File: config.mk
export PLATFORM = sky130hd
export DESIGN_NAME = ctrl_matrix
export DESIGN_NICKNAME = d
export VERILOG_FILES = /design/src/rtl/rv32_isa_pkg.sv /design/src/rtl/ctrl_pkg.sv /design/src/rtl/ctrl_matrix.sv /design/src/rtl/exec_sequencer.sv /design/src/rtl/instr_decoder.sv /design/src/rtl/reset_sequencer.sv
export VERILOG_INCLUDE_DIRS = /design/src /design/src/include
export SDC_FILE = /design/constraint.sdc
export NUM_CORES = 1
export LEC_CHECK = 0
export BUFFER_PORTS_ARGS = -buffer_cell sky130_fd_sc_hd__buf_2
export CAP_MARGIN = 20
export CORE_UTILIZATION = 56
export CTS_CLUSTER_SIZE = 14
export DETAILED_ROUTE_END_ITERATION = 16
export MAX_ROUTING_LAYER = met4
export PLACE_DENSITY_LB_ADDON = 0.15
export SYNTH_ARGS = -nofsm -noshare
export SYNTH_HDL_FRONTEND = slang
export SYNTH_HIERARCHICAL = 1
export SYNTH_SLANG_ARGS = --single-unit
export TNS_END_PERCENT = 5
File: constraint.sdc
create_clock -name clk_i -period 3.2 [get_ports clk_i]
set_clock_uncertainty 0.2 [all_clocks]
set_input_delay 0 -clock clk_i [delete_from_list [all_inputs] [get_ports clk_i]]
set_output_delay 0 -clock clk_i [all_outputs]
set_load 0.005 [all_outputs]
File: src/include/ctrl_params.svh
`ifndef CTRL_PARAMS_SVH
`define CTRL_PARAMS_SVH

// ----------------------------------------------------------------------
// Datapath widths seen by the control unit
// ----------------------------------------------------------------------

// Instruction and data word
`define CTRL_XLEN 32

// Register file index (x0..x31)
`define CTRL_REG_IDX_W 5

// ALU operation, funct3 plus the upper funct7 bits
`define CTRL_ALU_OP_W 6

// ALU flags V, N, C, Z
`define CTRL_FLAG_W 4

`endif

File: src/rtl/rv32_isa_pkg.sv
package rv32_isa_pkg;

`include "ctrl_params.svh"

    // ------------------------------------------------------------------
    // Major opcodes of the RV32I base set
    // ------------------------------------------------------------------
    typedef enum logic [6:0] {
        RTYPE   = 7'b0110011,
        ITYPE   = 7'b0010011,
        ITYPE_L = 7'b0000011,
        ITYPE_J = 7'b1100111,
        STYPE   = 7'b0100011,
        BTYPE   = 7'b1100011,
        JTYPE   = 7'b1101111,
        UTYPE_L = 7'b0110111,
        UTYPE_A = 7'b0010111,
        SYSTEM  = 7'b1110011
    } opcode_e;

    // Branch conditions carried in funct3
    typedef enum logic [2:0] {
        BEQ  = 3'b000,
        BNE  = 3'b001,
        BLT  = 3'b100,
        BGE  = 3'b101,
        BLTU = 3'b110,
        BGEU = 3'b111
    } branch_f3_e;

    // IR field split, MSB first
    // funct7up holds bits 31:29, which qualify sub and sra
    typedef struct packed {
        logic [2:0]                 funct7up;
        logic [3:0]                 funct7lo;
        logic [`CTRL_REG_IDX_W-1:0] rs2;
        logic [`CTRL_REG_IDX_W-1:0] rs1;
        logic [2:0]                 funct3;
        logic [`CTRL_REG_IDX_W-1:0] rd;
        opcode_e                    opcode;
    } instr_t;

    // ALU flags as latched by flags_ld
    typedef struct packed {
        logic v;
        logic n;
        logic c;
        logic z;
    } flags_t;

endpackage

File: src/rtl/ctrl_pkg.sv
package ctrl_pkg;

`include "ctrl_params.svh"

    import rv32_isa_pkg::*;

    // ------------------------------------------------------------------
    // Sequencer states
    // ------------------------------------------------------------------
    typedef enum logic [1:0] {RESET, FETCH, DECODE, EXECUTE} main_state_e;

    typedef enum logic [2:0] {SYNC0, VECTOR0, VECTOR1, VECTOR2, VECTOR3} vector_state_e;

    // Execute sub-states, one per cycle
    typedef enum logic [4:0] {
        EX_RTYPE, EX_IALU, EX_ALU_WB,
        EX_LOAD, EX_LD_ACC, EX_LD_MDR, EX_LD_WB,
        EX_STORE, EX_ST_ACC, EX_ST_WR,
        EX_BRANCH, EX_BR_TAKE,
        EX_JAL, EX_JALR, EX_LINK,
        EX_LUI, EX_AUIPC,
        PREFETCH, HALT
    } exec_state_e;

    // ------------------------------------------------------------------
    // Datapath multiplexer selects
    // ------------------------------------------------------------------
    typedef enum logic [1:0] {PC_ALU_IMM, PC_RST_VEC, PC_RST_ADR} pc_src_e;
    typedef enum logic [1:0] {A_PC, A_RS1, A_PRIOR, A_ZERO} a_src_e;
    typedef enum logic [1:0] {B_FOUR, B_RS2, B_IMM} b_src_e;
    typedef enum logic [1:0] {WD_IMM, WD_ALU, WD_MDR} wd_src_e;

    typedef struct packed {
        logic [2:0]                funct3;
        logic [`CTRL_ALU_OP_W-4:0] funct7up;
    } alu_op_t;

    localparam alu_op_t ALU_ADD = '{funct3: 3'b000, funct7up: 3'b000};
    // Bit 30 set selects subtract
    localparam alu_op_t ALU_SUB = '{funct3: 3'b000, funct7up: 3'b010};

    // One cycle of datapath control, strobes active low
    typedef struct packed {
        logic    pc_ld;
        logic    pcp_ld;
        logic    ir_ld;
        logic    mdr_ld;
        logic    alu_ld;
        logic    flags_ld;
        logic    rg_wr;
        logic    mem_rd;
        logic    mem_wr;
        pc_src_e pc_src;
        logic    addr_src;
        logic    rst_src;
        a_src_e  a_src;
        b_src_e  b_src;
        wd_src_e wd_src;
        alu_op_t alu_op;
    } ctrl_word_t;

    localparam ctrl_word_t CTRL_IDLE = '{
        pc_ld: 1'b1, pcp_ld: 1'b1, ir_ld: 1'b1, mdr_ld: 1'b1, alu_ld: 1'b1,
        flags_ld: 1'b1, rg_wr: 1'b1, mem_rd: 1'b1, mem_wr: 1'b1,
        pc_src: PC_ALU_IMM, addr_src: 1'b0, rst_src: 1'b0,
        a_src: A_PC, b_src: B_FOUR, wd_src: WD_IMM, alu_op: ALU_ADD
    };

    // Decoder result handed to the execute sequencer
    typedef struct packed {
        exec_state_e first_state;
        alu_op_t     alu_op;
        logic        rd_is_x0;
        logic        is_word;
        logic        is_shift;
        branch_f3_e  branch_f3;
    } decode_t;

endpackage

File: src/rtl/ctrl_matrix.sv
`timescale 1ns/10ps

module ctrl_matrix
    import rv32_isa_pkg::*, ctrl_pkg::*;
(
    input  logic       clk_i,
    input  logic       reset_i,
    input  logic       mem_busy_i,
    input  instr_t     instr_i,
    input  flags_t     flags_i,
    output ctrl_word_t ctrl_o,
    output logic       ready_o,
    output logic       halt_o
);

    main_state_e state;
    ctrl_word_t  rst_ctrl;
    ctrl_word_t  exe_ctrl;
    ctrl_word_t  fetch_ctrl;
    ctrl_word_t  decode_ctrl;
    decode_t     dec;
    logic        rst_done;
    logic        exe_done;
    logic        exe_halted;

    reset_sequencer u_reset_seq (
        .clk_i    (clk_i),
        .reset_i  (reset_i),
        .active_i (state == RESET),
        .ctrl_o   (rst_ctrl),
        .done_o   (rst_done)
    );

    instr_decoder u_decoder (
        .instr_i (instr_i),
        .dec_o   (dec)
    );

    exec_sequencer u_exec_seq (
        .clk_i    (clk_i),
        .reset_i  (reset_i),
        .start_i  (state == DECODE),
        .dec_i    (dec),
        .flags_i  (flags_i),
        .ctrl_o   (exe_ctrl),
        .done_o   (exe_done),
        .halted_o (exe_halted)
    );

    // ------------------------------------------------------------------
    // Main state
    // ------------------------------------------------------------------
    always_ff @(posedge clk_i) begin
        if (!reset_i) begin
            state <= RESET;
        end else begin
            case (state)
                RESET:   state <= rst_done ? FETCH : RESET;
                // Hold until memory has the instruction
                FETCH:   state <= mem_busy_i ? FETCH : DECODE;
                DECODE:  state <= EXECUTE;
                default: state <= exe_done ? FETCH : EXECUTE;
            endcase
        end
    end

    // Load IR and PC prior once memory is ready
    always_comb begin
        fetch_ctrl = CTRL_IDLE;
        if (!mem_busy_i) begin
            fetch_ctrl.ir_ld  = 1'b0;
            fetch_ctrl.pcp_ld = 1'b0;
        end
    end

    // PC + 4 through the ALU defaults during decode
    always_comb begin
        decode_ctrl        = CTRL_IDLE;
        decode_ctrl.alu_ld = 1'b0;
        decode_ctrl.pc_ld  = 1'b0;
    end

    always_comb begin
        case (state)
            RESET:   ctrl_o = rst_ctrl;
            FETCH:   ctrl_o = fetch_ctrl;
            DECODE:  ctrl_o = decode_ctrl;
            default: ctrl_o = exe_ctrl;
        endcase
    end

    // Ready from the last vector cycle on, until a halt
    assign halt_o  = (state == EXECUTE) && exe_halted;
    assign ready_o = (state == RESET) ? rst_done : !halt_o;

endmodule

File: src/rtl/exec_sequencer.sv
`timescale 1ns/10ps

module exec_sequencer
    import rv32_isa_pkg::*, ctrl_pkg::*;
(
    input  logic       clk_i,
    input  logic       reset_i,
    input  logic       start_i,
    input  decode_t    dec_i,
    input  flags_t     flags_i,
    output ctrl_word_t ctrl_o,
    output logic       done_o,
    output logic       halted_o
);

    exec_state_e state;
    exec_state_e next_state;
    logic        take_branch;

    // ------------------------------------------------------------------
    // Branch condition from the flags latched in EX_BRANCH
    // ------------------------------------------------------------------
    always_comb begin
        case (dec_i.branch_f3)
            BEQ:     take_branch = flags_i.z;
            BNE:     take_branch = !flags_i.z;
            // Signed compare, N != V means rs1 < rs2
            BLT:     take_branch = flags_i.n ^ flags_i.v;
            BGE:     take_branch = !(flags_i.n ^ flags_i.v);
            // Unsigned compare on borrow
            BLTU:    take_branch = flags_i.c;
            BGEU:    take_branch = !flags_i.c;
            default: take_branch = 1'b0;
        endcase
    end

    // ------------------------------------------------------------------
    // Control word and next sub-state
    // ------------------------------------------------------------------
    always_comb begin
        ctrl_o     = CTRL_IDLE;
        next_state = PREFETCH;
        case (state)
            EX_RTYPE, EX_IALU: begin
                // Compute into ALUOut, rs2 or immediate as operand B
                ctrl_o.alu_ld = 1'b0;
                ctrl_o.a_src  = A_RS1;
                ctrl_o.b_src  = (state == EX_RTYPE) ? B_RS2 : B_IMM;
                ctrl_o.alu_op = dec_i.alu_op;
                // Writing x0 is pointless, skip writeback
                next_state    = dec_i.rd_is_x0 ? PREFETCH : EX_ALU_WB;
            end
            EX_ALU_WB: begin
                ctrl_o.wd_src = WD_ALU;
                ctrl_o.rg_wr  = 1'b0;
            end
            EX_LOAD, EX_STORE: begin
                // Effective address rs1 + imm
                ctrl_o.alu_ld   = 1'b0;
                ctrl_o.a_src    = A_RS1;
                ctrl_o.b_src    = B_IMM;
                ctrl_o.addr_src = (state == EX_STORE);
                if (state == EX_LOAD) begin
                    next_state = EX_LD_ACC;
                end else begin
                    // Sub-word stores read the old word for merging
                    next_state = dec_i.is_word ? EX_ST_WR : EX_ST_ACC;
                end
            end
            EX_LD_ACC: begin
                ctrl_o.mem_rd   = 1'b0;
                ctrl_o.addr_src = 1'b1;
                next_state      = EX_LD_MDR;
            end
            EX_LD_MDR: begin
                // Read data valid, capture it
                ctrl_o.mem_rd   = 1'b0;
                ctrl_o.addr_src = 1'b1;
                ctrl_o.mdr_ld   = 1'b0;
                next_state      = EX_LD_WB;
            end
            EX_LD_WB: begin
                ctrl_o.wd_src = WD_MDR;
                ctrl_o.rg_wr  = 1'b0;
            end
            EX_ST_ACC: begin
                ctrl_o.mem_rd   = 1'b0;
                ctrl_o.addr_src = 1'b1;
                next_state      = EX_ST_WR;
            end
            EX_ST_WR: begin
                ctrl_o.addr_src = 1'b1;
                ctrl_o.mem_wr   = 1'b0;
            end
            EX_BRANCH: begin
                // rs1 - rs2 sets the flags only
                ctrl_o.a_src    = A_RS1;
                ctrl_o.b_src    = B_RS2;
                ctrl_o.alu_op   = ALU_SUB;
                ctrl_o.flags_ld = 1'b0;
                next_state      = EX_BR_TAKE;
            end
            EX_BR_TAKE: begin
                // Target PC prior + imm, loaded only when taken
                ctrl_o.alu_ld = 1'b0;
                ctrl_o.a_src  = A_PRIOR;
                ctrl_o.b_src  = B_IMM;
                ctrl_o.pc_ld  = !take_branch;
            end
            EX_JAL, EX_JALR: begin
                // jal is PC relative, jalr is rs1 relative
                ctrl_o.a_src = (state == EX_JAL) ? A_PRIOR : A_RS1;
                ctrl_o.b_src = B_IMM;
                ctrl_o.pc_ld = 1'b0;
                next_state   = dec_i.rd_is_x0 ? PREFETCH : EX_LINK;
            end
            EX_LINK: begin
                // Return address PC prior + 4
                ctrl_o.a_src  = A_PRIOR;
                ctrl_o.wd_src = WD_IMM;
                ctrl_o.rg_wr  = 1'b0;
            end
            EX_LUI, EX_AUIPC: begin
                // lui adds to zero, auipc to PC prior
                ctrl_o.a_src  = (state == EX_LUI) ? A_ZERO : A_PRIOR;
                ctrl_o.b_src  = B_IMM;
                ctrl_o.wd_src = WD_IMM;
                ctrl_o.rg_wr  = 1'b0;
            end
            // Read the next instruction at the new PC
            PREFETCH: ctrl_o.mem_rd = 1'b0;
            // Parked until reset
            HALT:     next_state = HALT;
            default:  ;
        endcase
    end

    always_ff @(posedge clk_i) begin
        if (!reset_i) begin
            state <= PREFETCH;
        end else if (start_i) begin
            state <= dec_i.first_state;
        end else begin
            state <= next_state;
        end
    end

    assign done_o   = (state == PREFETCH);
    assign halted_o = (state == HALT);

endmodule

File: src/rtl/instr_decoder.sv
`timescale 1ns/10ps

module instr_decoder
    import rv32_isa_pkg::*, ctrl_pkg::*;
(
    input  instr_t  instr_i,
    output decode_t dec_o
);

    logic    is_shift;
    alu_op_t full_op;
    alu_op_t imm_op;

    // slli, srli and srai keep funct7up to tell srl from sra
    assign is_shift = (instr_i.funct3 == 3'b001) || (instr_i.funct3 == 3'b101);

    assign full_op = '{funct3: instr_i.funct3, funct7up: instr_i.funct7up};
    // Immediate bits in funct7up position must not leak into the op
    assign imm_op  = '{funct3: instr_i.funct3, funct7up: 3'b000};

    always_comb begin
        dec_o.alu_op    = ALU_ADD;
        dec_o.rd_is_x0  = (instr_i.rd == '0);
        // Size bits 1:0 of funct3, word is 2'b10
        dec_o.is_word   = (instr_i.funct3[1:0] == 2'b10);
        dec_o.is_shift  = is_shift;
        dec_o.branch_f3 = branch_f3_e'(instr_i.funct3);

        case (instr_i.opcode)
            RTYPE: begin
                dec_o.first_state = EX_RTYPE;
                dec_o.alu_op      = full_op;
            end
            ITYPE: begin
                dec_o.first_state = EX_IALU;
                dec_o.alu_op      = is_shift ? full_op : imm_op;
            end
            ITYPE_L: dec_o.first_state = EX_LOAD;
            ITYPE_J: dec_o.first_state = EX_JALR;
            STYPE:   dec_o.first_state = EX_STORE;
            BTYPE:   dec_o.first_state = EX_BRANCH;
            JTYPE:   dec_o.first_state = EX_JAL;
            UTYPE_L: dec_o.first_state = EX_LUI;
            UTYPE_A: dec_o.first_state = EX_AUIPC;
            SYSTEM: begin
                // ebreak has imm bit 20 set, the rest of SYSTEM is a NOP
                if (instr_i.funct3 == 3'b000 && instr_i.rs2[0]) begin
                    dec_o.first_state = HALT;
                end else begin
                    dec_o.first_state = PREFETCH;
                end
            end
            // Unknown opcode, straight to the next fetch
            default: dec_o.first_state = PREFETCH;
        endcase
    end

endmodule

File: src/rtl/reset_sequencer.sv
`timescale 1ns/10ps

module reset_sequencer
    import ctrl_pkg::*;
(
    input  logic       clk_i,
    input  logic       reset_i,
    input  logic       active_i,
    output ctrl_word_t ctrl_o,
    output logic       done_o
);

    vector_state_e state;

    // Sync to the first edge after release and then walk the vector
    always_ff @(posedge clk_i) begin
        if (!reset_i) begin
            state <= SYNC0;
        end else begin
            case (state)
                SYNC0:   state <= active_i ? VECTOR0 : SYNC0;
                VECTOR0: state <= VECTOR1;
                VECTOR1: state <= VECTOR2;
                VECTOR2: state <= VECTOR3;
                default: state <= SYNC0;
            endcase
        end
    end

    always_comb begin
        ctrl_o = CTRL_IDLE;
        // Reset source selected for the whole sequence
        ctrl_o.rst_src = 1'b1;
        case (state)
            VECTOR0: begin
                // PC takes the reset vector constant
                ctrl_o.pc_ld  = 1'b0;
                ctrl_o.pc_src = PC_RST_VEC;
            end
            // Read the start address stored at the vector
            VECTOR1: ctrl_o.mem_rd = 1'b0;
            VECTOR2: begin
                // PC takes the start address from memory
                ctrl_o.pc_ld  = 1'b0;
                ctrl_o.pc_src = PC_RST_ADR;
            end
            // First instruction read
            VECTOR3: ctrl_o.mem_rd = 1'b0;
            default: ;
        endcase
    end

    assign done_o = (state == VECTOR3);

endmodule

==> run summary <==
outcome: completed
vias per inst: 5.16
critical path endpoint category: output pin
worst vdd ir: 0.000217 V
critical path class: reg -> out
DRC Markers: 0
clk sinks: 10
Final Util: 62.8%
Worst Tran Pin Value: 716 ps
worst path bufs/invs: 2
Mapped Area: 1950 µm²
syn avg cell area: 6.69 µm²
min-delay worst type: in -> reg
critical-path cell list: inv_1 -> nor2_1 -> a21oi_1 -> or2_2 -> nand2_1 -> o21ai_0 -> buf_2
max-cap violations: 0
worst hold stages: 5
most frequent cells in the layout: buf_2 (52), nand2_1 (34), conb_1 (26)
Worst Setup Start Kind: flip-flop
clock buffers created by TritonCTS: 3
Multi-input gate area: 1460 µm²
PD cells: 181 nW/µm²
met3 GRT Util: 1.92%
setup violators final: 0
CTS tree: done
nets@finish: 373
first-iteration detailed-routing DRC count: 86
Tmin final: 2340 ps
Max Slew Vio Count: 0
largest net degree at the start of global routing: 28
CP top delay family: flip-flops
post-route ant nets: 0
final hold vios: 0
Die Height: 60.9 µm
I/O pin cnt: 66
die width: 60.9 µm
IO Port Bufs: 52
CP max stage cell: dfxtp_1
vias in the first global route: 1496
total wire length: 3950 µm
Register-to-Register Path Depth: 5
most common cell after layout, fill and taps aside: buf_2
GR Layer Usage met1: 32.3%
slew margin rel.: 52.2%
Starting Density: 58.3%
Critical Path RT: 3000 ps
Syn. warnings: 6
Fill cells: 348
hpwl dp: 2950 µm
CP arrival: 2140 ps
Tcrit/Tclk final: 73.0%
setup tns final: 0 ps
CP max stage delay: 680 ps
Max Fanout on Critical Path: 19
Gate Count Post-Synth: 291
Area Growth Syn to Fin: 7.72%
initial antenna violation count: 0
CTS root buf: clkbuf_4
layout cells sized above 1: 20.5%
first-pass detailed-route iteration total: 7
RSZ-0062 raised after global routing: false
Seq. cell area: 200 µm²
first-pass GRT wire length: 6420 µm
post-CTS sizing: 0
# rows: 21
number of diodes: 0
fmax: 428 MHz
Worst-Skew Late Latency: 260 ps
Most Crowded Layer GR: met2
Core Box Area: 3340 µm²
Clock Path Buffers: 2
H-tree levels: 1
GR Util met2: 36.1%
GPL Wtd Cong: 0.855
Leak Pwr: 0.000998 µW
GRT overflow: 0
via total after detailed routing: 1925
Crit path depth: 7
Reg clk slew, reported paths: 60 ps
WL per Instance: 10.6 µm
GR Util All Layers: 23.1%
die area: 3710 µm²
[per-stage QoR]
stage	area [µm²]	hold slack, ps	power (µW)	setup slack (ps)	cells
2_1_floorplan	2030	-124	263	1550	313
3_3_place_gp	2030	78.1	295	1170	366
3_5_place_dp	2030	76.1	298	1160	366
4_1_cts	2100	1.22	383	873	373
5_1_grt	2100	25.2	416	710	373
6_report	2100	7.27	380	863	373
[registers in the layout, summed over array words and instances, names as in the netlist]
signal,cells
state,2
u_exec_seq/state,5
u_reset_seq/state,3
[area by class of cell]
class | instances | share of cell area (%)
Sequential cell | 10 | 9.55
Clock buffer | 3 | 1.07
Inverter | 12 | 2.15
Tap cell | 46 | 2.75
Timing Repair Buffer | 58 | 15.0
Multi-Input combinational cell | 244 | 69.4
[metal layers]
layer / share of wire [%] / routed length, µm
met1: 51 / 2010
met2: 46 / 1810
met3: 3.0 / 117
met4: 0.33 / 13
met5: 0 / 0
[power by group]
group	leakage, µW	total (µW)	internal [µW]	switching (µW)
logic	0.000902	160	84.4	75.3
clock network	0.0000138	81.5	43.2	38.3
registers	0.0000812	139	130	8.75
[worst reg2reg max path: cells and delay by family (launching register included)]
family	cells	cell delay, ps
AND/OR/NAND/NOR	2	270
flip-flops	1	760
AO/OA/AOI/OAI	3	580
[final timing paths]
path / start / to / slack [ps]
max: u_exec_seq/state[1] / ctrl_o[20] / 860
min: instr_i[2] / u_exec_seq/state[3] / 7
max reg2reg: u_exec_seq/state[0] / u_exec_seq/state[1] / 1280
min reg2reg: u_reset_seq/state[0] / u_reset_seq/state[0] / 340
[repair_timing]
action,4_1_cts,5_1_grt
hold buffers,4,0
buffers inserted,0,0
endpoints found under the hold margin,10,0
Note: power is estimated with default switching activity, not from simulation.
